**config.mk**
```make
export PLATFORM = sky130hd
export DESIGN_NAME = mam_adapter_biu_flat
export DESIGN_NICKNAME = d
export VERILOG_FILES = /design/src/common/mam_pkg.sv /design/src/common/ahb_if.sv /design/src/mam_adapter/mam_adapter_biu.sv /design/src/flat_wrapper.sv
export SDC_FILE = /design/constraint.sdc
export NUM_CORES = 1
export LEC_CHECK = 0
export BUFFER_PORTS_ARGS = -buffer_cell sky130_fd_sc_hd__buf_2
export CORE_AREA = 4 4 131 133
export DETAILED_ROUTE_END_ITERATION = 16
export DIE_AREA = 0 0 135 137
export PLACE_DENSITY_LB_ADDON = 0.25
export SLEW_MARGIN = 5
export SYNTH_ARGS = -nofsm -noshare
export SYNTH_HDL_FRONTEND = slang
export SYNTH_SLANG_ARGS = --single-unit
```
**constraint.sdc**
```tcl
create_clock -name biu_in_clk_i -period 3.1 [get_ports biu_in_clk_i]
set_input_delay 0.155 -clock biu_in_clk_i [delete_from_list [all_inputs] [get_ports biu_in_clk_i]]
set_output_delay 0.155 -clock biu_in_clk_i [all_outputs]
set_load 0.01 [all_outputs]
```
**src/common/mam_pkg.sv**
```systemverilog
`default_nettype none

package mam_pkg;

  //////////////////////////////
  // AHB3 bus codes
  //////////////////////////////

  // Transfer type, only single transfers are issued
  localparam logic [1:0] HTRANS_IDLE   = 2'b00;
  localparam logic [1:0] HTRANS_NONSEQ = 2'b10;

  // Transfer size, bytes per beat
  localparam logic [2:0] HSIZE_BYTE = 3'b000;
  localparam logic [2:0] HSIZE_HALF = 3'b001;
  localparam logic [2:0] HSIZE_WORD = 3'b010;

  // Slave response
  localparam logic HRESP_OKAY  = 1'b0;
  localparam logic HRESP_ERROR = 1'b1;

  //////////////////////////////
  // Arbiter
  //////////////////////////////

  // Owner of the shared memory bus
  typedef enum logic [1:0] {
    ARB_IDLE       = 2'd0,
    ARB_ACCESS_MAM = 2'd1,
    ARB_ACCESS_CPU = 2'd2
  } arb_state_t;

endpackage

`default_nettype wire

```
**src/common/ahb_if.sv**
```systemverilog
`timescale 1ns/10ps
`default_nettype none

interface ahb_if #(
  parameter int PLEN = 32,
  parameter int XLEN = 32
);

  // Address phase, driven by the master
  logic              hsel;
  logic [PLEN-1:0]   haddr;
  logic              hwrite;
  logic [2:0]        hsize;
  logic [2:0]        hburst;
  logic [XLEN/8-1:0] hprot;
  logic [1:0]        htrans;
  // Held high for the whole locked sequence
  logic              hmastlock;

  // Data phase
  logic [XLEN-1:0]   hwdata;
  logic [XLEN-1:0]   hrdata;
  // Completion and back-pressure
  logic              hready;
  logic              hresp;

  modport master (
    output hsel, haddr, hwdata, hwrite, hsize, hburst, hprot, htrans, hmastlock,
    input  hrdata, hready, hresp
  );

  modport slave (
    input  hsel, haddr, hwdata, hwrite, hsize, hburst, hprot, htrans, hmastlock,
    output hrdata, hready, hresp
  );

endinterface

`default_nettype wire

```
**src/mam_adapter/mam_adapter_biu.sv**
```systemverilog
`timescale 1ns/10ps
`default_nettype none

module mam_adapter_biu #(
  parameter int PLEN = 32,
  parameter int XLEN = 32
) (
  input logic   biu_in_clk_i,
  input logic   biu_in_rst_i,
  // CPU side
  ahb_if.slave  cpu_bus,
  // Debug MAM side
  ahb_if.slave  mam_bus,
  // Shared memory
  ahb_if.master mem_bus
);
  import mam_pkg::*;

  // Quiet address driven while the owner is held off
  localparam logic [PLEN-1:0] ADDR_IDLE = '0;

  arb_state_t arb_state_q;
  arb_state_t arb_state_d;
  // Registered owner select, 1 = CPU
  logic       owner_cpu_q;
  logic       grant_cpu;
  logic       grant_mam;

  //////////////////////////////
  // Arbiter FSM
  //////////////////////////////

  // Lock levels drive the state, MAM wins from idle
  always_comb begin
    arb_state_d = ARB_IDLE;
    case (arb_state_q)
      ARB_IDLE: begin
        if (mam_bus.hmastlock) begin
          arb_state_d = ARB_ACCESS_MAM;
        end else if (cpu_bus.hmastlock) begin
          arb_state_d = ARB_ACCESS_CPU;
        end
      end
      ARB_ACCESS_MAM: begin
        if (mam_bus.hmastlock) begin
          arb_state_d = ARB_ACCESS_MAM;
        end
      end
      ARB_ACCESS_CPU: begin
        // A locked CPU sequence runs to its end first
        if (cpu_bus.hmastlock) begin
          arb_state_d = ARB_ACCESS_CPU;
        end else if (mam_bus.hmastlock) begin
          arb_state_d = ARB_ACCESS_MAM;
        end
      end
      default: begin
        arb_state_d = ARB_IDLE;
      end
    endcase
  end

  // Owner follows the state one edge later and holds through idle
  always_ff @(posedge biu_in_clk_i) begin
    if (biu_in_rst_i) begin
      arb_state_q <= ARB_IDLE;
      owner_cpu_q <= 1'b0;
    end else begin
      arb_state_q <= arb_state_d;
      if (arb_state_q == ARB_ACCESS_CPU) begin
        owner_cpu_q <= 1'b1;
      end else if (arb_state_q == ARB_ACCESS_MAM) begin
        owner_cpu_q <= 1'b0;
      end
    end
  end

  // Path is open only while owner and state agree
  // keeps a new address phase off the bus during a handover
  assign grant_cpu = owner_cpu_q && (arb_state_q == ARB_ACCESS_CPU);
  assign grant_mam = !owner_cpu_q && (arb_state_q == ARB_ACCESS_MAM);

  //////////////////////////////
  // Request multiplexer
  //////////////////////////////

  always_comb begin
    if (owner_cpu_q) begin
      mem_bus.hsel      = cpu_bus.hsel & grant_cpu;
      mem_bus.haddr     = grant_cpu ? cpu_bus.haddr : ADDR_IDLE;
      mem_bus.htrans    = grant_cpu ? cpu_bus.htrans : HTRANS_IDLE;
      mem_bus.hwdata    = cpu_bus.hwdata;
      mem_bus.hwrite    = cpu_bus.hwrite;
      mem_bus.hsize     = cpu_bus.hsize;
      mem_bus.hburst    = cpu_bus.hburst;
      mem_bus.hprot     = cpu_bus.hprot;
      mem_bus.hmastlock = cpu_bus.hmastlock;
    end else begin
      mem_bus.hsel      = mam_bus.hsel & grant_mam;
      mem_bus.haddr     = grant_mam ? mam_bus.haddr : ADDR_IDLE;
      mem_bus.htrans    = grant_mam ? mam_bus.htrans : HTRANS_IDLE;
      mem_bus.hwdata    = mam_bus.hwdata;
      mem_bus.hwrite    = mam_bus.hwrite;
      mem_bus.hsize     = mam_bus.hsize;
      mem_bus.hburst    = mam_bus.hburst;
      mem_bus.hprot     = mam_bus.hprot;
      mem_bus.hmastlock = mam_bus.hmastlock;
    end
  end

  //////////////////////////////
  // Response routing
  //////////////////////////////

  // Waiting master sees hready low until its grant
  assign cpu_bus.hrdata = grant_cpu ? mem_bus.hrdata : {XLEN{1'b0}};
  assign cpu_bus.hready = grant_cpu & mem_bus.hready;
  assign cpu_bus.hresp  = grant_cpu ? mem_bus.hresp : HRESP_OKAY;

  assign mam_bus.hrdata = grant_mam ? mem_bus.hrdata : {XLEN{1'b0}};
  assign mam_bus.hready = grant_mam & mem_bus.hready;
  assign mam_bus.hresp  = grant_mam ? mem_bus.hresp : HRESP_OKAY;

endmodule

`default_nettype wire

```
**src/flat_wrapper.sv**
```systemverilog
// flat-port wrapper written by rule: the top's interface ports become plain ports
module mam_adapter_biu_flat import mam_pkg::*;
#(
  parameter int PLEN = 32,
  parameter int XLEN = 32
)
  (biu_in_clk_i, biu_in_rst_i, cpu_bus_hsel, cpu_bus_haddr, cpu_bus_hwdata, cpu_bus_hwrite, cpu_bus_hsize, cpu_bus_hburst, cpu_bus_hprot, cpu_bus_htrans, cpu_bus_hmastlock, cpu_bus_hrdata, cpu_bus_hready, cpu_bus_hresp, mam_bus_hsel, mam_bus_haddr, mam_bus_hwdata, mam_bus_hwrite, mam_bus_hsize, mam_bus_hburst, mam_bus_hprot, mam_bus_htrans, mam_bus_hmastlock, mam_bus_hrdata, mam_bus_hready, mam_bus_hresp, mem_bus_hsel, mem_bus_haddr, mem_bus_hwdata, mem_bus_hwrite, mem_bus_hsize, mem_bus_hburst, mem_bus_hprot, mem_bus_htrans, mem_bus_hmastlock, mem_bus_hrdata, mem_bus_hready, mem_bus_hresp);
  ahb_if #(.PLEN(PLEN), .XLEN(XLEN)) cpu_bus_i ();
  ahb_if #(.PLEN(PLEN), .XLEN(XLEN)) mam_bus_i ();
  ahb_if #(.PLEN(PLEN), .XLEN(XLEN)) mem_bus_i ();
  input logic biu_in_clk_i;
  input logic biu_in_rst_i;
  input wire logic [$bits(cpu_bus_i.hsel)-1:0] cpu_bus_hsel;
  input wire logic [$bits(cpu_bus_i.haddr)-1:0] cpu_bus_haddr;
  input wire logic [$bits(cpu_bus_i.hwdata)-1:0] cpu_bus_hwdata;
  input wire logic [$bits(cpu_bus_i.hwrite)-1:0] cpu_bus_hwrite;
  input wire logic [$bits(cpu_bus_i.hsize)-1:0] cpu_bus_hsize;
  input wire logic [$bits(cpu_bus_i.hburst)-1:0] cpu_bus_hburst;
  input wire logic [$bits(cpu_bus_i.hprot)-1:0] cpu_bus_hprot;
  input wire logic [$bits(cpu_bus_i.htrans)-1:0] cpu_bus_htrans;
  input wire logic [$bits(cpu_bus_i.hmastlock)-1:0] cpu_bus_hmastlock;
  output wire logic [$bits(cpu_bus_i.hrdata)-1:0] cpu_bus_hrdata;
  output wire logic [$bits(cpu_bus_i.hready)-1:0] cpu_bus_hready;
  output wire logic [$bits(cpu_bus_i.hresp)-1:0] cpu_bus_hresp;
  input wire logic [$bits(mam_bus_i.hsel)-1:0] mam_bus_hsel;
  input wire logic [$bits(mam_bus_i.haddr)-1:0] mam_bus_haddr;
  input wire logic [$bits(mam_bus_i.hwdata)-1:0] mam_bus_hwdata;
  input wire logic [$bits(mam_bus_i.hwrite)-1:0] mam_bus_hwrite;
  input wire logic [$bits(mam_bus_i.hsize)-1:0] mam_bus_hsize;
  input wire logic [$bits(mam_bus_i.hburst)-1:0] mam_bus_hburst;
  input wire logic [$bits(mam_bus_i.hprot)-1:0] mam_bus_hprot;
  input wire logic [$bits(mam_bus_i.htrans)-1:0] mam_bus_htrans;
  input wire logic [$bits(mam_bus_i.hmastlock)-1:0] mam_bus_hmastlock;
  output wire logic [$bits(mam_bus_i.hrdata)-1:0] mam_bus_hrdata;
  output wire logic [$bits(mam_bus_i.hready)-1:0] mam_bus_hready;
  output wire logic [$bits(mam_bus_i.hresp)-1:0] mam_bus_hresp;
  output wire logic [$bits(mem_bus_i.hsel)-1:0] mem_bus_hsel;
  output wire logic [$bits(mem_bus_i.haddr)-1:0] mem_bus_haddr;
  output wire logic [$bits(mem_bus_i.hwdata)-1:0] mem_bus_hwdata;
  output wire logic [$bits(mem_bus_i.hwrite)-1:0] mem_bus_hwrite;
  output wire logic [$bits(mem_bus_i.hsize)-1:0] mem_bus_hsize;
  output wire logic [$bits(mem_bus_i.hburst)-1:0] mem_bus_hburst;
  output wire logic [$bits(mem_bus_i.hprot)-1:0] mem_bus_hprot;
  output wire logic [$bits(mem_bus_i.htrans)-1:0] mem_bus_htrans;
  output wire logic [$bits(mem_bus_i.hmastlock)-1:0] mem_bus_hmastlock;
  input wire logic [$bits(mem_bus_i.hrdata)-1:0] mem_bus_hrdata;
  input wire logic [$bits(mem_bus_i.hready)-1:0] mem_bus_hready;
  input wire logic [$bits(mem_bus_i.hresp)-1:0] mem_bus_hresp;
  assign cpu_bus_i.hsel = cpu_bus_hsel;
  assign cpu_bus_i.haddr = cpu_bus_haddr;
  assign cpu_bus_i.hwdata = cpu_bus_hwdata;
  assign cpu_bus_i.hwrite = cpu_bus_hwrite;
  assign cpu_bus_i.hsize = cpu_bus_hsize;
  assign cpu_bus_i.hburst = cpu_bus_hburst;
  assign cpu_bus_i.hprot = cpu_bus_hprot;
  assign cpu_bus_i.htrans = cpu_bus_htrans;
  assign cpu_bus_i.hmastlock = cpu_bus_hmastlock;
  assign cpu_bus_hrdata = cpu_bus_i.hrdata;
  assign cpu_bus_hready = cpu_bus_i.hready;
  assign cpu_bus_hresp = cpu_bus_i.hresp;
  assign mam_bus_i.hsel = mam_bus_hsel;
  assign mam_bus_i.haddr = mam_bus_haddr;
  assign mam_bus_i.hwdata = mam_bus_hwdata;
  assign mam_bus_i.hwrite = mam_bus_hwrite;
  assign mam_bus_i.hsize = mam_bus_hsize;
  assign mam_bus_i.hburst = mam_bus_hburst;
  assign mam_bus_i.hprot = mam_bus_hprot;
  assign mam_bus_i.htrans = mam_bus_htrans;
  assign mam_bus_i.hmastlock = mam_bus_hmastlock;
  assign mam_bus_hrdata = mam_bus_i.hrdata;
  assign mam_bus_hready = mam_bus_i.hready;
  assign mam_bus_hresp = mam_bus_i.hresp;
  assign mem_bus_hsel = mem_bus_i.hsel;
  assign mem_bus_haddr = mem_bus_i.haddr;
  assign mem_bus_hwdata = mem_bus_i.hwdata;
  assign mem_bus_hwrite = mem_bus_i.hwrite;
  assign mem_bus_hsize = mem_bus_i.hsize;
  assign mem_bus_hburst = mem_bus_i.hburst;
  assign mem_bus_hprot = mem_bus_i.hprot;
  assign mem_bus_htrans = mem_bus_i.htrans;
  assign mem_bus_hmastlock = mem_bus_i.hmastlock;
  assign mem_bus_i.hrdata = mem_bus_hrdata;
  assign mem_bus_i.hready = mem_bus_hready;
  assign mem_bus_i.hresp = mem_bus_hresp;
  mam_adapter_biu #(.PLEN(PLEN), .XLEN(XLEN)) u_core (.biu_in_clk_i(biu_in_clk_i), .biu_in_rst_i(biu_in_rst_i), .cpu_bus(cpu_bus_i), .mam_bus(mam_bus_i), .mem_bus(mem_bus_i));
endmodule
```
==> flow_metrics.env <==
export IMPL_status="finished clean"
export IMPL_p_per_area_nw_per_um2=177
export IMPL_cts_buffers_inserted=3
export IMPL_final_min_clock_period_ns=2.03
export IMPL_intPower_mw=0.412
export IMPL_cap_violations=0
export IMPL_clockPowerShare_pct=32.9
export IMPL_setup_violations=0
export IMPL_critPathArrivalTime_ns=1.88
export IMPL_place_ws_ns=1.30
export IMPL_seq_area_frac_synth_pct=3.79
export IMPL_rsz0062_at_grt="false"
export IMPL_place_hpwl_mm=10.3
export IMPL_path_cells="inv_1 > ha_1 > nor2b_4 > buf_12 > and2_1 > buf_2"
export IMPL_gp_congestion=0.715
export IMPL_slew_viol_final=0
export IMPL_initial_utilization_pct=10.0
export IMPL_ant_nets=0
export IMPL_antenna_diode_count=0
export IMPL_setup_tns_ns=0
export IMPL_ios=341
export IMPL_crit_slowest_cell="nor2b_4"
export IMPL_layout_commonest_cell="buf_2"
export IMPL_worst_r2r_setup_slack_ns=1.90
export IMPL_drive_gt1_share_pct=76.5
export IMPL_r2r_end="u_core.arb_state_q[0]"
export IMPL_die_width_um=135
export IMPL_switching_power_mw=0.214
export IMPL_cts_root_buf="clkbuf_16"
export IMPL_hp_class="in2reg"
export IMPL_drt_initial_drc_count=47
export IMPL_leakage_nw=2.25
export IMPL_cts_resized=0
export IMPL_cts_buffer_depth=2
export IMPL_layout_nets=715
export IMPL_row_count=46
export IMPL_p_comb_share_pct=60.2
export IMPL_tritoncts="built"
export IMPL_worst_r2r_cell_count=4
export IMPL_grt_pass1_vias=2679
export IMPL_relSlewSlack_pct=69.0
export IMPL_syn_area_per_cell_um2=8.35
export IMPL_grt_total_usage_pct=11.0
export IMPL_r2r_start="u_core.arb_state_q[0]"
export IMPL_dieArea_um2=18500
export IMPL_finalCritPeriodShare_pct=65.6
export IMPL_core_area_um2=15800
export IMPL_grt_pass1_wl_mm=15.5
export IMPL_synth_cell_types=17
export IMPL_crit_path_max_incr_delay_ns=0.41
export IMPL_cp_required_ns=2.94
export IMPL_cp_end_kind="output port"
export IMPL_setup_slack_ns=1.07
export IMPL_hold_violations=0
export IMPL_p_seq_share_pct=7.0
export IMPL_fin_util_pct=22.3
export IMPL_fmax_mhz=492
export IMPL_h_tree_depth=1
export IMPL_cp_max_fo=54
export IMPL_worstHoldStart="biu_in_rst_i"
export IMPL_syn_inst=190
export IMPL_clkLatencyLatePin_ns=0.22
export IMPL_cts_setup_buffers=0
export IMPL_fin_total_pwr_mw=0.626
export IMPL_cts_sinks=3
export IMPL_synthesis_nets=389
export IMPL_vias_per_cell=3.79
export IMPL_overflow=0
export IMPL_syn_to_final_growth_pct=122
export IMPL_num_vias=2769
export IMPL_synth_seq_cells=3
export IMPL_drc=0
export IMPL_drt_total_wl_mm=11.9
export IMPL_antenna_found_initial=2
export IMPL_cts_hold_buf=0
export IMPL_peakVddDrop_v=0.000110
export IMPL_yosysWarnings=0
export IMPL_cp_start_kind="register"
export IMPL_die_y_um=137
export IMPL_final_fill_count=1783
export IMPL_min_path_cells=2
export IMPL_hold_end="u_core.owner_cpu_q"
export IMPL_max_slew_worst_pin_slew_ns=0.466
export IMPL_worst_clock_skew_ns=0.00156
export IMPL_synth_area_um2=1590
export IMPL_firstDrtPassIters=4
export IMPL_p_sw_share_pct=34.2
export IMPL_clk_pin_slew_ns=0.03
export IMPL_final_cell_mix="buf_2 (340), mux2_2 (44), and2_1 (35), a22o_1 (35), and3_1 (34)"
export IMPL_grt_max_degree=55
export IMPL_routedWlPerCell_um=16.3
export IMPL_io_buffers=340
export IMPL_criticalPathCategory="reg2out"
[cells by family (layout without fill, tap and decap cells)]
logic type | count (synthesis) | after routing | share of synthesized area, %
adders and majority gates | 5 | 5 | 3.94
buffers and inverters | 26 | 351 | 10.8
AOI/OAI and AO/OA | 37 | 37 | 20.6
DFF | 3 | 3 | 3.79
muxes | 45 | 45 | 31.9
and+or+nand+nor | 74 | 74 | 29.0
[area by class of cell]
cell class	count	area [um^2]	area share (%)
Timing Repair Buffer	345	1750	49.6
Clock buffer	4	78.8	2.23
Sequential cell	3	61.3	1.74
Tap cell	216	270	7.66
Multi-Input combinational cell	161	1360	38.5
Inverter	2	7.51	0.213
[sequential cells by signal (all words and copies together) (netlist names)]
signal              flops
u_core.owner_cpu_q      1
u_core.arb_state_q      2
[worst max-delay path by stage]
stage / startpoint / end / slack [ns] / cells after the start
after floorplan: u_core.arb_state_q[0] / mem_bus_haddr[10] / 1.62 / 6
after global placement: u_core.arb_state_q[1] / mam_bus_hrdata[30] / 1.28 / 6
after detailed placement: u_core.arb_state_q[1] / mam_bus_hrdata[30] / 1.30 / 6
after CTS: u_core.arb_state_q[1] / mam_bus_hrdata[30] / 1.04 / 6
after global routing: u_core.arb_state_q[1] / mam_bus_hrdata[30] / 0.93 / 6
final: u_core.arb_state_q[1] / mam_bus_hrdata[30] / 1.07 / 6
[metrics by stage]
step	hold slack, ns	cell area (um^2)	instances
6_report	0.103	3530	731
5_1_grt	0.109	3530	731
4_1_cts	0.100	3530	731
3_5_place_dp	0.335	3450	727
3_3_place_gp	0.345	3450	727
2_1_floorplan	0.227	1590	190
[synthesized netlist by cell type, drive strengths merged]
master | number | share of area [%]
a22o | 35 | 19
and2 | 35 | 14
and3 | 34 | 13
buf | 15 | 7.9
clkbuf | 9 | 2.4
dfxtp | 3 | 3.8
ha | 5 | 3.9
inv | 2 | 0.47
mux2 | 44 | 31
mux2i | 1 | 0.63
nor2 | 2 | 0.47
nor2b | 3 | 1.3
o211a | 1 | 0.63
o311a | 1 | 0.63
[critical path: cells and delay by family, from the launching register on]
kind / cells / cell delay (ns)
fa+ha+maj: 1 / 0.19
buf+inv: 3 / 0.50
flops: 1 / 0.33
simple gates: 2 / 0.60
[layer usage]
layer  part of all wire, %  global-route usage [%]  vias up  routed length, um
met4                   1.3                    2.18        2                153
met5                  0.17                       0        -                 20
met2                    52                    21.2      192               6150
li1                      -                       -     1356                  -
met1                    37                    12.1     1208               4360
met3                    10                    2.87       11               1230
[power by group through the flow]
stage,registers [mW],clock network (mW),logic (mW)
final,0.0437,0.206,0.377
after CTS,0.0438,0.212,0.385
after floorplan,0.0426,0,0.159
after global placement,0.0443,0,0.386
after detailed placement,0.0442,0,0.382
after global routing,0.0441,0.220,0.411
Note: power is estimated with default switching activity, not from simulation.
