### src/common/mam_pkg.sv
`default_nettype none

package mam_pkg;

  //////////////////////////////
  // AHB3 bus codes
  //////////////////////////////

  // Transfer type, only single transfers are issued
  localparam logic [1:0] HTRANS_IDLE   = 2'b00;
  localparam logic [1:0] HTRANS_NONSEQ = 2'b10;

  // Transfer size, bytes per beat
  localparam logic [2:0] HSIZE_BYTE = 3'b000;
  localparam logic [2:0] HSIZE_HALF = 3'b001;
  localparam logic [2:0] HSIZE_WORD = 3'b010;

  // Slave response
  localparam logic HRESP_OKAY  = 1'b0;
  localparam logic HRESP_ERROR = 1'b1;

  //////////////////////////////
  // Arbiter
  //////////////////////////////

  // Owner of the shared memory bus
  typedef enum logic [1:0] {
    ARB_IDLE       = 2'd0,
    ARB_ACCESS_MAM = 2'd1,
    ARB_ACCESS_CPU = 2'd2
  } arb_state_t;

endpackage

`default_nettype wire

### src/common/ahb_if.sv
`timescale 1ns/10ps
`default_nettype none

interface ahb_if #(
  parameter int PLEN = 32,
  parameter int XLEN = 32
);

  // Address phase, driven by the master
  logic              hsel;
  logic [PLEN-1:0]   haddr;
  logic              hwrite;
  logic [2:0]        hsize;
  logic [2:0]        hburst;
  logic [XLEN/8-1:0] hprot;
  logic [1:0]        htrans;
  // Held high for the whole locked sequence
  logic              hmastlock;

  // Data phase
  logic [XLEN-1:0]   hwdata;
  logic [XLEN-1:0]   hrdata;
  // Completion and back-pressure
  logic              hready;
  logic              hresp;

  modport master (
    output hsel, haddr, hwdata, hwrite, hsize, hburst, hprot, htrans, hmastlock,
    input  hrdata, hready, hresp
  );

  modport slave (
    input  hsel, haddr, hwdata, hwrite, hsize, hburst, hprot, htrans, hmastlock,
    output hrdata, hready, hresp
  );

endinterface

`default_nettype wire

### src/mam_adapter/mam_ahb_request.sv
`timescale 1ns/10ps
`default_nettype none

module mam_ahb_request #(
  parameter int PLEN = 32,
  parameter int XLEN = 32
) (
  input  logic            biu_in_clk_i,
  input  logic            biu_in_rst_i,
  // Single access request, data on its AHB byte lanes
  input  logic            mam_req_i,
  input  logic            mam_we_i,
  input  logic [PLEN-1:0] mam_addr_i,
  input  logic [2:0]      mam_size_i,
  input  logic [XLEN-1:0] mam_wdata_i,
  // Result, rdata and err valid with done
  output logic            mam_done_o,
  output logic [XLEN-1:0] mam_rdata_o,
  output logic            mam_err_o,
  ahb_if.master           bus
);
  import mam_pkg::*;

  localparam logic [1:0] REQ_IDLE = 2'd0;
  localparam logic [1:0] REQ_ADDR = 2'd1;
  localparam logic [1:0] REQ_DATA = 2'd2;

  logic [1:0]      state_q;
  logic            done_q;
  logic            we_q;
  logic [PLEN-1:0] addr_q;
  logic [2:0]      size_q;
  logic [XLEN-1:0] wdata_q;
  logic [XLEN-1:0] rdata_q;
  logic            err_q;

  //////////////////////////////
  // Transfer FSM
  //////////////////////////////

  always_ff @(posedge biu_in_clk_i) begin
    if (biu_in_rst_i) begin
      state_q <= REQ_IDLE;
      done_q  <= 1'b0;
    end else begin
      done_q <= 1'b0;
      case (state_q)
        // Requests while busy are dropped here
        REQ_IDLE: begin
          if (mam_req_i) begin
            state_q <= REQ_ADDR;
          end
        end
        // Hold the address phase until the memory takes it
        REQ_ADDR: begin
          if (bus.hready) begin
            state_q <= REQ_DATA;
          end
        end
        // Data phase ends, lock falls with done
        REQ_DATA: begin
          if (bus.hready) begin
            state_q <= REQ_IDLE;
            done_q  <= 1'b1;
          end
        end
        default: begin
          state_q <= REQ_IDLE;
        end
      endcase
    end
  end

  // Request latch and result capture
  always_ff @(posedge biu_in_clk_i) begin
    if (state_q == REQ_IDLE && mam_req_i) begin
      we_q    <= mam_we_i;
      addr_q  <= mam_addr_i;
      size_q  <= mam_size_i;
      wdata_q <= mam_wdata_i;
    end
    if (state_q == REQ_DATA && bus.hready) begin
      rdata_q <= bus.hrdata;
      err_q   <= (bus.hresp == HRESP_ERROR);
    end
  end

  //////////////////////////////
  // Bus drive
  //////////////////////////////

  assign bus.hsel      = (state_q == REQ_ADDR);
  assign bus.haddr     = addr_q;
  assign bus.hwrite    = we_q;
  assign bus.hsize     = size_q;
  // Single burst, data access
  assign bus.hburst    = 3'b000;
  assign bus.hprot     = {{(XLEN/8-1){1'b0}}, 1'b1};
  assign bus.htrans    = (state_q == REQ_ADDR) ? HTRANS_NONSEQ : HTRANS_IDLE;
  assign bus.hmastlock = (state_q != REQ_IDLE);
  // Write data one cycle behind its address
  assign bus.hwdata    = (state_q == REQ_DATA) ? wdata_q : '0;

  assign mam_done_o  = done_q;
  assign mam_rdata_o = rdata_q;
  assign mam_err_o   = err_q;

endmodule

`default_nettype wire

### src/flat_wrapper.sv
// flat-port wrapper written by rule: the top's interface ports become plain ports
module mam_ahb_request_flat import mam_pkg::*;
#(
  parameter int PLEN = 32,
  parameter int XLEN = 32
)
  (biu_in_clk_i, biu_in_rst_i, mam_req_i, mam_we_i, mam_addr_i, mam_size_i, mam_wdata_i, mam_done_o, mam_rdata_o, mam_err_o, bus_hsel, bus_haddr, bus_hwdata, bus_hwrite, bus_hsize, bus_hburst, bus_hprot, bus_htrans, bus_hmastlock, bus_hrdata, bus_hready, bus_hresp);
  ahb_if #(.PLEN(PLEN), .XLEN(XLEN)) bus_i ();
  input  logic biu_in_clk_i;
  input  logic biu_in_rst_i;
  input  logic mam_req_i;
  input  logic mam_we_i;
  input  logic [PLEN-1:0] mam_addr_i;
  input  logic [2:0] mam_size_i;
  input  logic [XLEN-1:0] mam_wdata_i;
  output logic mam_done_o;
  output logic [XLEN-1:0] mam_rdata_o;
  output logic mam_err_o;
  output wire logic [$bits(bus_i.hsel)-1:0] bus_hsel;
  output wire logic [$bits(bus_i.haddr)-1:0] bus_haddr;
  output wire logic [$bits(bus_i.hwdata)-1:0] bus_hwdata;
  output wire logic [$bits(bus_i.hwrite)-1:0] bus_hwrite;
  output wire logic [$bits(bus_i.hsize)-1:0] bus_hsize;
  output wire logic [$bits(bus_i.hburst)-1:0] bus_hburst;
  output wire logic [$bits(bus_i.hprot)-1:0] bus_hprot;
  output wire logic [$bits(bus_i.htrans)-1:0] bus_htrans;
  output wire logic [$bits(bus_i.hmastlock)-1:0] bus_hmastlock;
  input wire logic [$bits(bus_i.hrdata)-1:0] bus_hrdata;
  input wire logic [$bits(bus_i.hready)-1:0] bus_hready;
  input wire logic [$bits(bus_i.hresp)-1:0] bus_hresp;
  assign bus_hsel = bus_i.hsel;
  assign bus_haddr = bus_i.haddr;
  assign bus_hwdata = bus_i.hwdata;
  assign bus_hwrite = bus_i.hwrite;
  assign bus_hsize = bus_i.hsize;
  assign bus_hburst = bus_i.hburst;
  assign bus_hprot = bus_i.hprot;
  assign bus_htrans = bus_i.htrans;
  assign bus_hmastlock = bus_i.hmastlock;
  assign bus_i.hrdata = bus_hrdata;
  assign bus_i.hready = bus_hready;
  assign bus_i.hresp = bus_hresp;
  mam_ahb_request #(.PLEN(PLEN), .XLEN(XLEN)) u_core (.biu_in_clk_i(biu_in_clk_i), .biu_in_rst_i(biu_in_rst_i), .mam_req_i(mam_req_i), .mam_we_i(mam_we_i), .mam_addr_i(mam_addr_i), .mam_size_i(mam_size_i), .mam_wdata_i(mam_wdata_i), .mam_done_o(mam_done_o), .mam_rdata_o(mam_rdata_o), .mam_err_o(mam_err_o), .bus(bus_i));
endmodule
### config.mk
export PLATFORM = sky130hd
export DESIGN_NAME = mam_ahb_request_flat
export DESIGN_NICKNAME = d
export VERILOG_FILES = /design/src/common/mam_pkg.sv /design/src/common/ahb_if.sv /design/src/mam_adapter/mam_ahb_request.sv /design/src/flat_wrapper.sv
export SDC_FILE = /design/constraint.sdc
export NUM_CORES = 1
export LEC_CHECK = 0
export BUFFER_PORTS_ARGS = -buffer_cell sky130_fd_sc_hd__buf_2
export CORE_ASPECT_RATIO = 1.1
export CORE_MARGIN = 2
export CORE_UTILIZATION = 40
export DETAILED_ROUTE_END_ITERATION = 8
export PLACE_DENSITY_LB_ADDON = 0.05
export REMOVE_ABC_BUFFERS = 1
export SYNTH_ARGS = -nofsm -noshare
export SYNTH_HDL_FRONTEND = slang
export SYNTH_SLANG_ARGS = --single-unit
export TNS_END_PERCENT = 100
### constraint.sdc
create_clock -name biu_in_clk_i -period 9.5 [get_ports biu_in_clk_i]
set_input_delay 1.425 -clock biu_in_clk_i [delete_from_list [all_inputs] [get_ports biu_in_clk_i]]
set_output_delay 1.425 -clock biu_in_clk_i [all_outputs]
set_load 0.02 [all_outputs]
==> run summary, run 1 <==
Synthesis produced 162 cells. The number of sinks on the clock net is 104. The share of the synthesized area in the top cell type came out at 0.868. The number of different library cells in the post-synthesis netlist was 16; the required time of the critical path was 8.08 ns. Ranked by instance count, the synthesized netlist is headed by 101 x edfxtp_1, 33 x and2_1, 9 x buf_4. The switching portion of total power came out at 0.228. The congestion estimate from routability-driven global placement came to 0.744. The max-slew headroom at the worst pin was 0.535; the share of cells above drive strength 1 was 0.598. The tools report the endpoint kind of the worst setup timing path as a primary output. The first global-routing pass estimated 10100 µm of wire. The maximum fanout along the worst path is 34.

The launching element of the worst setup path was u_core.state_q[1]$_SDFFE_PP0P_. The tools report the critical path launch point type as a register. Summed over all instances, the cell type with the most area after synthesis is edfxtp_1. The tool flagged a number of max-cap violations equal to 0. The critical path in this run is classified as reg -> out. For the maximum number of pins on one net before global-route repair, the log shows 44. In this run the tool buffered the top-level ports with 209 buffer cells. After synthesis, the largest family of logic cells by area is simple AND/OR/NAND/NOR gates. The slack of the critical path was 6.34 ns. The die covers 9500 µm². The cell with the most instances after synthesis is edfxtp_1. STA puts the critical path data arrival time at 1.74 ns.

The area overhead of the layout relative to synthesis is 37.0%. The run finished with clean final reports. No sink is reached through more buffers than the 2 on the longest clock path. The run gives 0 as the hold buffer count at cts. Core occupancy in the finished layout: 0.566. The net count of the finished layout is 483.

Across the VDD grid, the largest voltage drop is 0.000115 V. The first TritonRoute pass finished after 4 iterations. The compound-gate portion of the synthesized area was 0.00680; the setup fix buffers added after clock tree synthesis was 0.

The share of flip-flops with an asynchronous set or reset after synthesis is 0. The transition time at the pin with the least slew margin came out at 0.696 ns. Across the routed clock network, the largest skew measured is 0.0113 ns. Once detail routing completed, the nets flagged for antenna violations numbered 0. For this run the aggregate overflow at the end of global routing stands at 0. In this run the cell area of the synthesized design comes to 3490 µm². TritonCTS built the clock tree.

218 I/O pins were placed. In the routed design, unresolved DRC markers number 0. After floorplanning, the core was sized to cover 8450 µm².

The startpoint identified for the worst hold timing path is u_core.state_q[1]$_SDFFE_PP0P_. Number of resized instances in the post-cts repair step: 0. The XOR/XNOR share of the synthesized area was 0; the share of cell area taken by muxes after synthesis was 0. The HPWL after detailed placement was 5440 µm. In this run the static leakage power is 2.10 nW. The overall power came out at 0.848 mW. The vias after detailed routing was 2089.

Power density over the cells: 177 nW/µm². The tools report the number of failing hold endpoints at the final stage as 0. The overall global routing resource usage came out at 0.144.

For the sequential element share of the synthesized area, the log shows 0.885. The run gives 0.273 as the clock power share. The die outline width was 93.1 µm. The setup total negative slack is 0 ns. In the post-synthesis netlist, the biggest area contributors are edfxtp_1 87%, and2_1 5.9%, buf_4 1.9%, dfxtp_1 1.7%, buf_6 0.97%.

The root buffer cell chosen for the clock tree is clkbuf_8. The run gives 0 as the count of final max-slew check failures. The final number of setup-violating endpoints is 0, and the maximum level of the CTS H-tree is 3. Dividing the detail-routed via count by the number of cells gives 4.23. The tools report the iteration-0 DRC count of the detailed router as 55. The post-route fraction of the period consumed by the critical path was 0.333; the total clock buffers created by CTS was 9.

Adder-cell share of the synthesized area: 0. Setup repair after global routing left no endpoint under its margin. In this run the critical register-to-register path is launched from u_core.state_q[0]$_SDFFE_PP0P_.

Minimum setup slack after placement: 6.34 ns. The finished cells cover 4790 µm². The run gives 2067 as the number of global-route vias before repair.

Once placement finished, the instance area stood at 4620 µm². The design internal power came out at 0.655 mW. Prevailing post-synth register cell: edfxtp_1. Yosys mapped a number of flops with a built-in enable equal to 101. The fmax came out at 316 MHz.

The routed design could run at a clock period as short as 3.16 ns. After clock tree synthesis, the clock-pin slew on the worst setup and hold paths is 0.10 ns. Measured along the y axis, the die boundary spans 102 µm. 0 antenna diodes ended up in the layout. The tools report the number of standard-cell rows in the floorplan as 35. Switching power: 0.194 mW. The effective utilization at floorplan is 0.413, and the simple-gate portion of the synthesized area is 0.0759. The tools report the proportion of power drawn by combinational gates as 0.095. In this run the worst hold path is classified as reg -> reg. A synthesized cell averages 21.6 µm².

Average wire per standard cell: 14.4 µm. The final layout contains routed wiring with a total length of 7120 µm. The count of state elements after synthesis is 104.

The latest clock arrival within the worst-skew pair is 0.35 ns. The tools report the relative contribution of sequential cells to total power as 0.633. The logs give 0 for the initial antenna violation count and 0 for the yosys synthesis warning count.
==> stage by stage <==
step / hold slack, ns / cells
4_1_cts: 0.527 / 494
2_1_floorplan: 0.462 / 156
3_5_place_dp: 0.512 / 478
3_3_place_gp: 0.505 / 478
6_report: 0.527 / 494
5_1_grt: 0.555 / 494
==> final cells by class <==
class	instances	area [µm²]
Clock inverter	6	36.3
Inverter	1	3.75
Multi-Input combinational cell	51	327
Timing Repair Buffer	211	1060
Sequential cell	104	3090
Clock buffer	10	128
Fill cell	713	3660
Tap cell	111	139
==> worst max-delay path, cell delays in order (launching register included) <==
cell     delay [ns]
dfxtp_1        0.43
nor2b_4        0.53
and2_1         0.24
buf_2          0.17
==> power by group through the flow <==
| stage | Clock (mW) | Combinational (mW) | Sequential [mW] |
|---|---|---|---|
| 2_1_floorplan | 0 | 0.0225 | 0.565 |
| 3_3_place_gp | 0 | 0.0810 | 0.547 |
| 3_5_place_dp | 0 | 0.0821 | 0.547 |
| 4_1_cts | 0.239 | 0.0819 | 0.537 |
| 5_1_grt | 0.259 | 0.0872 | 0.539 |
| 6_report | 0.231 | 0.0803 | 0.537 |
==> final timing paths <==
check | endpoint | slack [ns] | cells past startpoint
worst max-delay path | bus_hwdata[31] | 6.34 | 3
worst min-delay path | u_core.state_q[0]$_SDFFE_PP0P_ | 0.53 | 1
worst max register to register | u_core.wdata_q[12]$_DFFE_PP_ | 7.25 | 3
worst min register to register | u_core.state_q[0]$_SDFFE_PP0P_ | 0.53 | 1
==> state kept, by name, indices dropped and copies added (netlist names) <==
signal / cells
u_core.mam_done_o: 1
u_core.mam_err_o: 1
u_core.bus.hsize: 3
u_core.state_q: 2
u_core.wdata_q: 32
u_core.mam_rdata_o: 32
u_core.bus.haddr: 32
u_core.bus.hwrite: 1
==> metal layers <==
layer	GRT usage	share of wire	vias to the layer above	wire [µm]
met5	0	0	-	0
met4	0.0679	0.013	0	93
met3	0.0531	0.12	7	824
met2	0.251	0.51	130	3620
met1	0.158	0.36	944	2580
li1	-	-	1008	-
==> kinds of logic (layout without fill, tap and decap cells) <==
kind of cell | Yosys count | after routing
other | 2 | 8
buffers and inverters | 13 | 228
DFF | 104 | 104
and+or+nand+nor | 41 | 41
AOI/OAI and AO/OA | 2 | 2
==> placed cells by master (no fill, tap or decap) <==
cell type and count:
clkinv_2 1, edfxtp_1 101, nor2_4 1, or2_2 1
nand3b_1 1, and3b_1 1, a21oi_2 1, clkbuf_8 9
clkbuf_1 1, conb_1 8, dfxtp_1 3, and2_1 33
or3b_1 1, inv_1 1, nor2b_1 1, buf_2 209
nor2_1 1, clkinvlp_4 2, clkinv_4 1, clkinv_1 2
buf_4 2, nor2b_4 1, a2111oi_2 1
No activity file was read; power rests on OpenSTA's default activity.
==> run 2: changes to the inputs <==
ABC_AREA = 1   (was not set)
CORE_UTILIZATION = 38   (was 40)
clock period = 2.7 ns   (was 9.5 ns; I/O delays follow)
==> run 2 against run 1 <==
Hold slack worse by 0.30 ns; first-iteration DRC count up 25%; via count up 5.9%; final cell count up 8.1%; clock-buffer cell count up 2; flip-flop and latch count unchanged; critical endpoint is now bus_hwdata[3]; highest routed layer unchanged.
==> run summary, run 2 <==
The run finished with clean final reports. For the met3 wire length, the log shows 802 µm. The tools report the clock power share as 0.258.

The tools report the worst hold slack across all endpoints as 0.226 ns. The number of setup buffers added after CTS is 0. The total core area was 8920 µm²; the minimum period implied by the final worst setup slack was 1.84 ns. Post-detailed-route DRC marker count: 0. Leaving out fill and tap cells, the most frequent cells in the layout are 209 x buf_2, 101 x edfxtp_1, 36 x inv_1.

The met1 wire length is 2560 µm. The number of maximum-capacitance constraint violations was 0. The clock transition time at the flip-flop clock pins of the worst setup and hold paths works out to 0.09 ns. Leaving out fill and tap cells, the most frequent cell in the layout is buf_2. Sorting the synthesized cells by how often they occur yields 101 x edfxtp_1, 37 x inv_1, 35 x nor2_1. Share of flip-flops with an asynchronous set or reset after synthesis: 0. After routing, the total negative slack on setup checks comes to 0 ns. The minimum setup slack after placement is 1.15 ns, and the switching power is 0.687 mW. The total clock buffers created by CTS was 9; the average size of a mapped cell was 17.7 µm². Yosys mapped a number of flops with a built-in enable equal to 101. The arrival time at the worst endpoint is 1.44 ns, and the average wire per standard cell is 13.9 µm.

The share of the synthesized area in the top cell type is 0.860, and the vias after detailed routing is 2213. Among all cell types in the netlist, the one instantiated most often is edfxtp_1. The yosys synthesis warning count is 0.

After clock tree synthesis, the repair step resized 0 gates. For the effective utilization at floorplan, the log shows 0.395. For the overall global routing resource usage, the log shows 0.144. Summed over all layers, the routed wires come to 7420 µm.

The tools report the endpoint kind of the worst setup timing path as a primary output. The clock net in this run drives a total of 104 sinks. Yosys mapped the design onto 13 distinct sky130hd cell types.

The count of state elements after synthesis is 104. The fmax is 543 MHz. The cell family contributing the most delay on the critical path is simple AND/OR/NAND/NOR gates.

Setup violations remaining at the end of the flow were counted as 0. In this run the worst hold path is classified as in -> reg. The detailed-router iteration count before antenna repair is 4. Of all nets on the critical path, the largest fanout is 35. Latest clock arrival within the worst-skew pair: 0.35 ns. Routed signal wires occupy layers up through met4. For the number of standard-cell rows in the floorplan, the log shows 36. In this run, the number of DRC markers left after iteration 0 of detailed routing was 69. The clock arrives with 0.00608 ns of skew. Power spread over the standard cell area amounts to 623 nW/µm². The logs give 2.30 ns for the required time of the critical path and 10100 µm² for the die area. IR analysis of the VDD net gives a maximum drop of 0.000348 V. Global routing finished with a remaining overflow of 0. The largest incremental delay on the critical path was 0.42 ns; the first-pass GRT wire length was 10500 µm.

The leakage power summed over all cells came out at 2.25 nW. Cell at the root of the clock tree: clkbuf_8. Number of buffers between clock root and the deepest sink: 2. Dominant cell type by area after synthesis: edfxtp_1. The die outline height works out to 105 µm. The maximum level of the CTS H-tree is 3, and the slack of the critical path is 0.858 ns. The post-route fraction of the period consumed by the critical path was 0.682; the remaining antenna violation count was 0. The die outline width was 95.8 µm. Setup repair after global routing left no endpoint under its margin. Share of cells above drive strength 1: 0.542. The critical path launch point type is a register. The count of buffering cells on the critical path with inverters included is 1. The hold buffer count at cts was 0; the per-cell via count in the routed design was 4.14. Routability-driven placement finished with a final weighted congestion of 0.780.

218 I/O pins were placed. For the sequential element share of the synthesized area, the log shows 0.878. Switching portion of total power: 0.229. The signal on the critical path passes through nand2_4 > nor2_1 > buf_2.

The number of global-route vias before repair came out at 2181. The run gives 0 as the count of final max-slew check failures. Critical path start-end classification: reg -> out.

On the critical path, the stage with the largest delay is an instance of dfxtp_1. TritonCTS built the clock tree. For the proportion of power drawn by combinational gates, the log shows 0.110. The cell area that synthesis handed to floorplanning was 3520 µm². The net count of the finished layout is 521. The core occupancy in the finished layout was 0.539; the detailed route wirelength on metal2 was 3900 µm. The initial antenna violation count was 2; the number of failing hold endpoints at the final stage was 0.

The prevailing post-synth register cell is edfxtp_1. By area the synthesized netlist is led by edfxtp_1 86%, inv_1 3.9%, nor2_1 3.7%, buf_4 1.9%, dfxtp_1 1.7%. The completed layout was analyzed and its total power is 3.00 mW.

The relative contribution of sequential cells to total power came out at 0.632. Number of input and output port buffers inserted: 209. Internal power comes to 2.31 mW.

The HPWL after detailed placement came out at 5600 µm. Entering global routing, the biggest net connects 40 pins. In the synthesized netlist, the number of instances is 199. From synthesis to final layout, the design area changed by 36.4%.
==> run 2: metal layers <==
| layer | vias up | global-route usage |
|---|---|---|
| met5 | - | 0 |
| met4 | 0 | 0.0735 |
| met3 | 12 | 0.0634 |
| met2 | 114 | 0.246 |
| met1 | 1009 | 0.146 |
| li1 | 1078 | - |
==> run 2: cell type report <==
type	instances	area (µm²)
inverter	37	139
antenna	1	2.50
clock inverter	2	8.76
multi-input combinational	52	216
timing repair buffer	212	1070
clock buffer	12	135
fill	797	4110
sequential	104	3090
tap	114	143
==> run 2: path summary, 6_finish.rpt <==
kind | end | cells past startpoint | from | slack (ns)
setup / recovery | bus_hwdata[3] | 3 | u_core.state_q[1]$_SDFFE_PP0P_ | 0.86
hold / removal | u_core.wdata_q[4]$_DFFE_PP_ | 1 | mam_wdata_i[4] | 0.23
setup reg to reg | u_core.mam_rdata_o[6]$_DFFE_PP_ | 3 | u_core.state_q[1]$_SDFFE_PP0P_ | 1.14
hold reg to reg | u_core.state_q[0]$_SDFFE_PP0P_ | 2 | u_core.state_q[0]$_SDFFE_PP0P_ | 0.52
==> run 2: kinds of logic after synthesis <==
family                 count (synthesis)  synth area share
flip-flops                           104             0.878
other                                  2           0.00213
AND/OR/NAND/NOR                       43            0.0508
AO/OA/AOI/OAI                          1           0.00142
buffers and inverters                 49            0.0682
==> run 2: worst register-to-register path, delay by kind of cell, from the launching register on <==
kind,cells,cell delay (ns)
AND/OR/NAND/NOR,2,0.40
buffers and inverters,1,0.38
flip-flops,1,0.42
==> run 2: per-stage QoR <==
step,cell area (µm²),std cells
finish,4810,534
global route,4810,534
CTS,4800,533
detailed placement,4660,519
global placement,4660,519
floorplan,3450,193
==> run 2: power by group through the flow <==
stage          sequential [mW]  clock, mW  combinational, mW
4_1_cts                   1.89      0.818              0.335
2_1_floorplan             2.00          0              0.104
3_3_place_gp              1.93          0              0.331
3_5_place_dp              1.93          0              0.335
6_report                  1.89      0.773              0.329
5_1_grt                   1.90      0.870              0.360
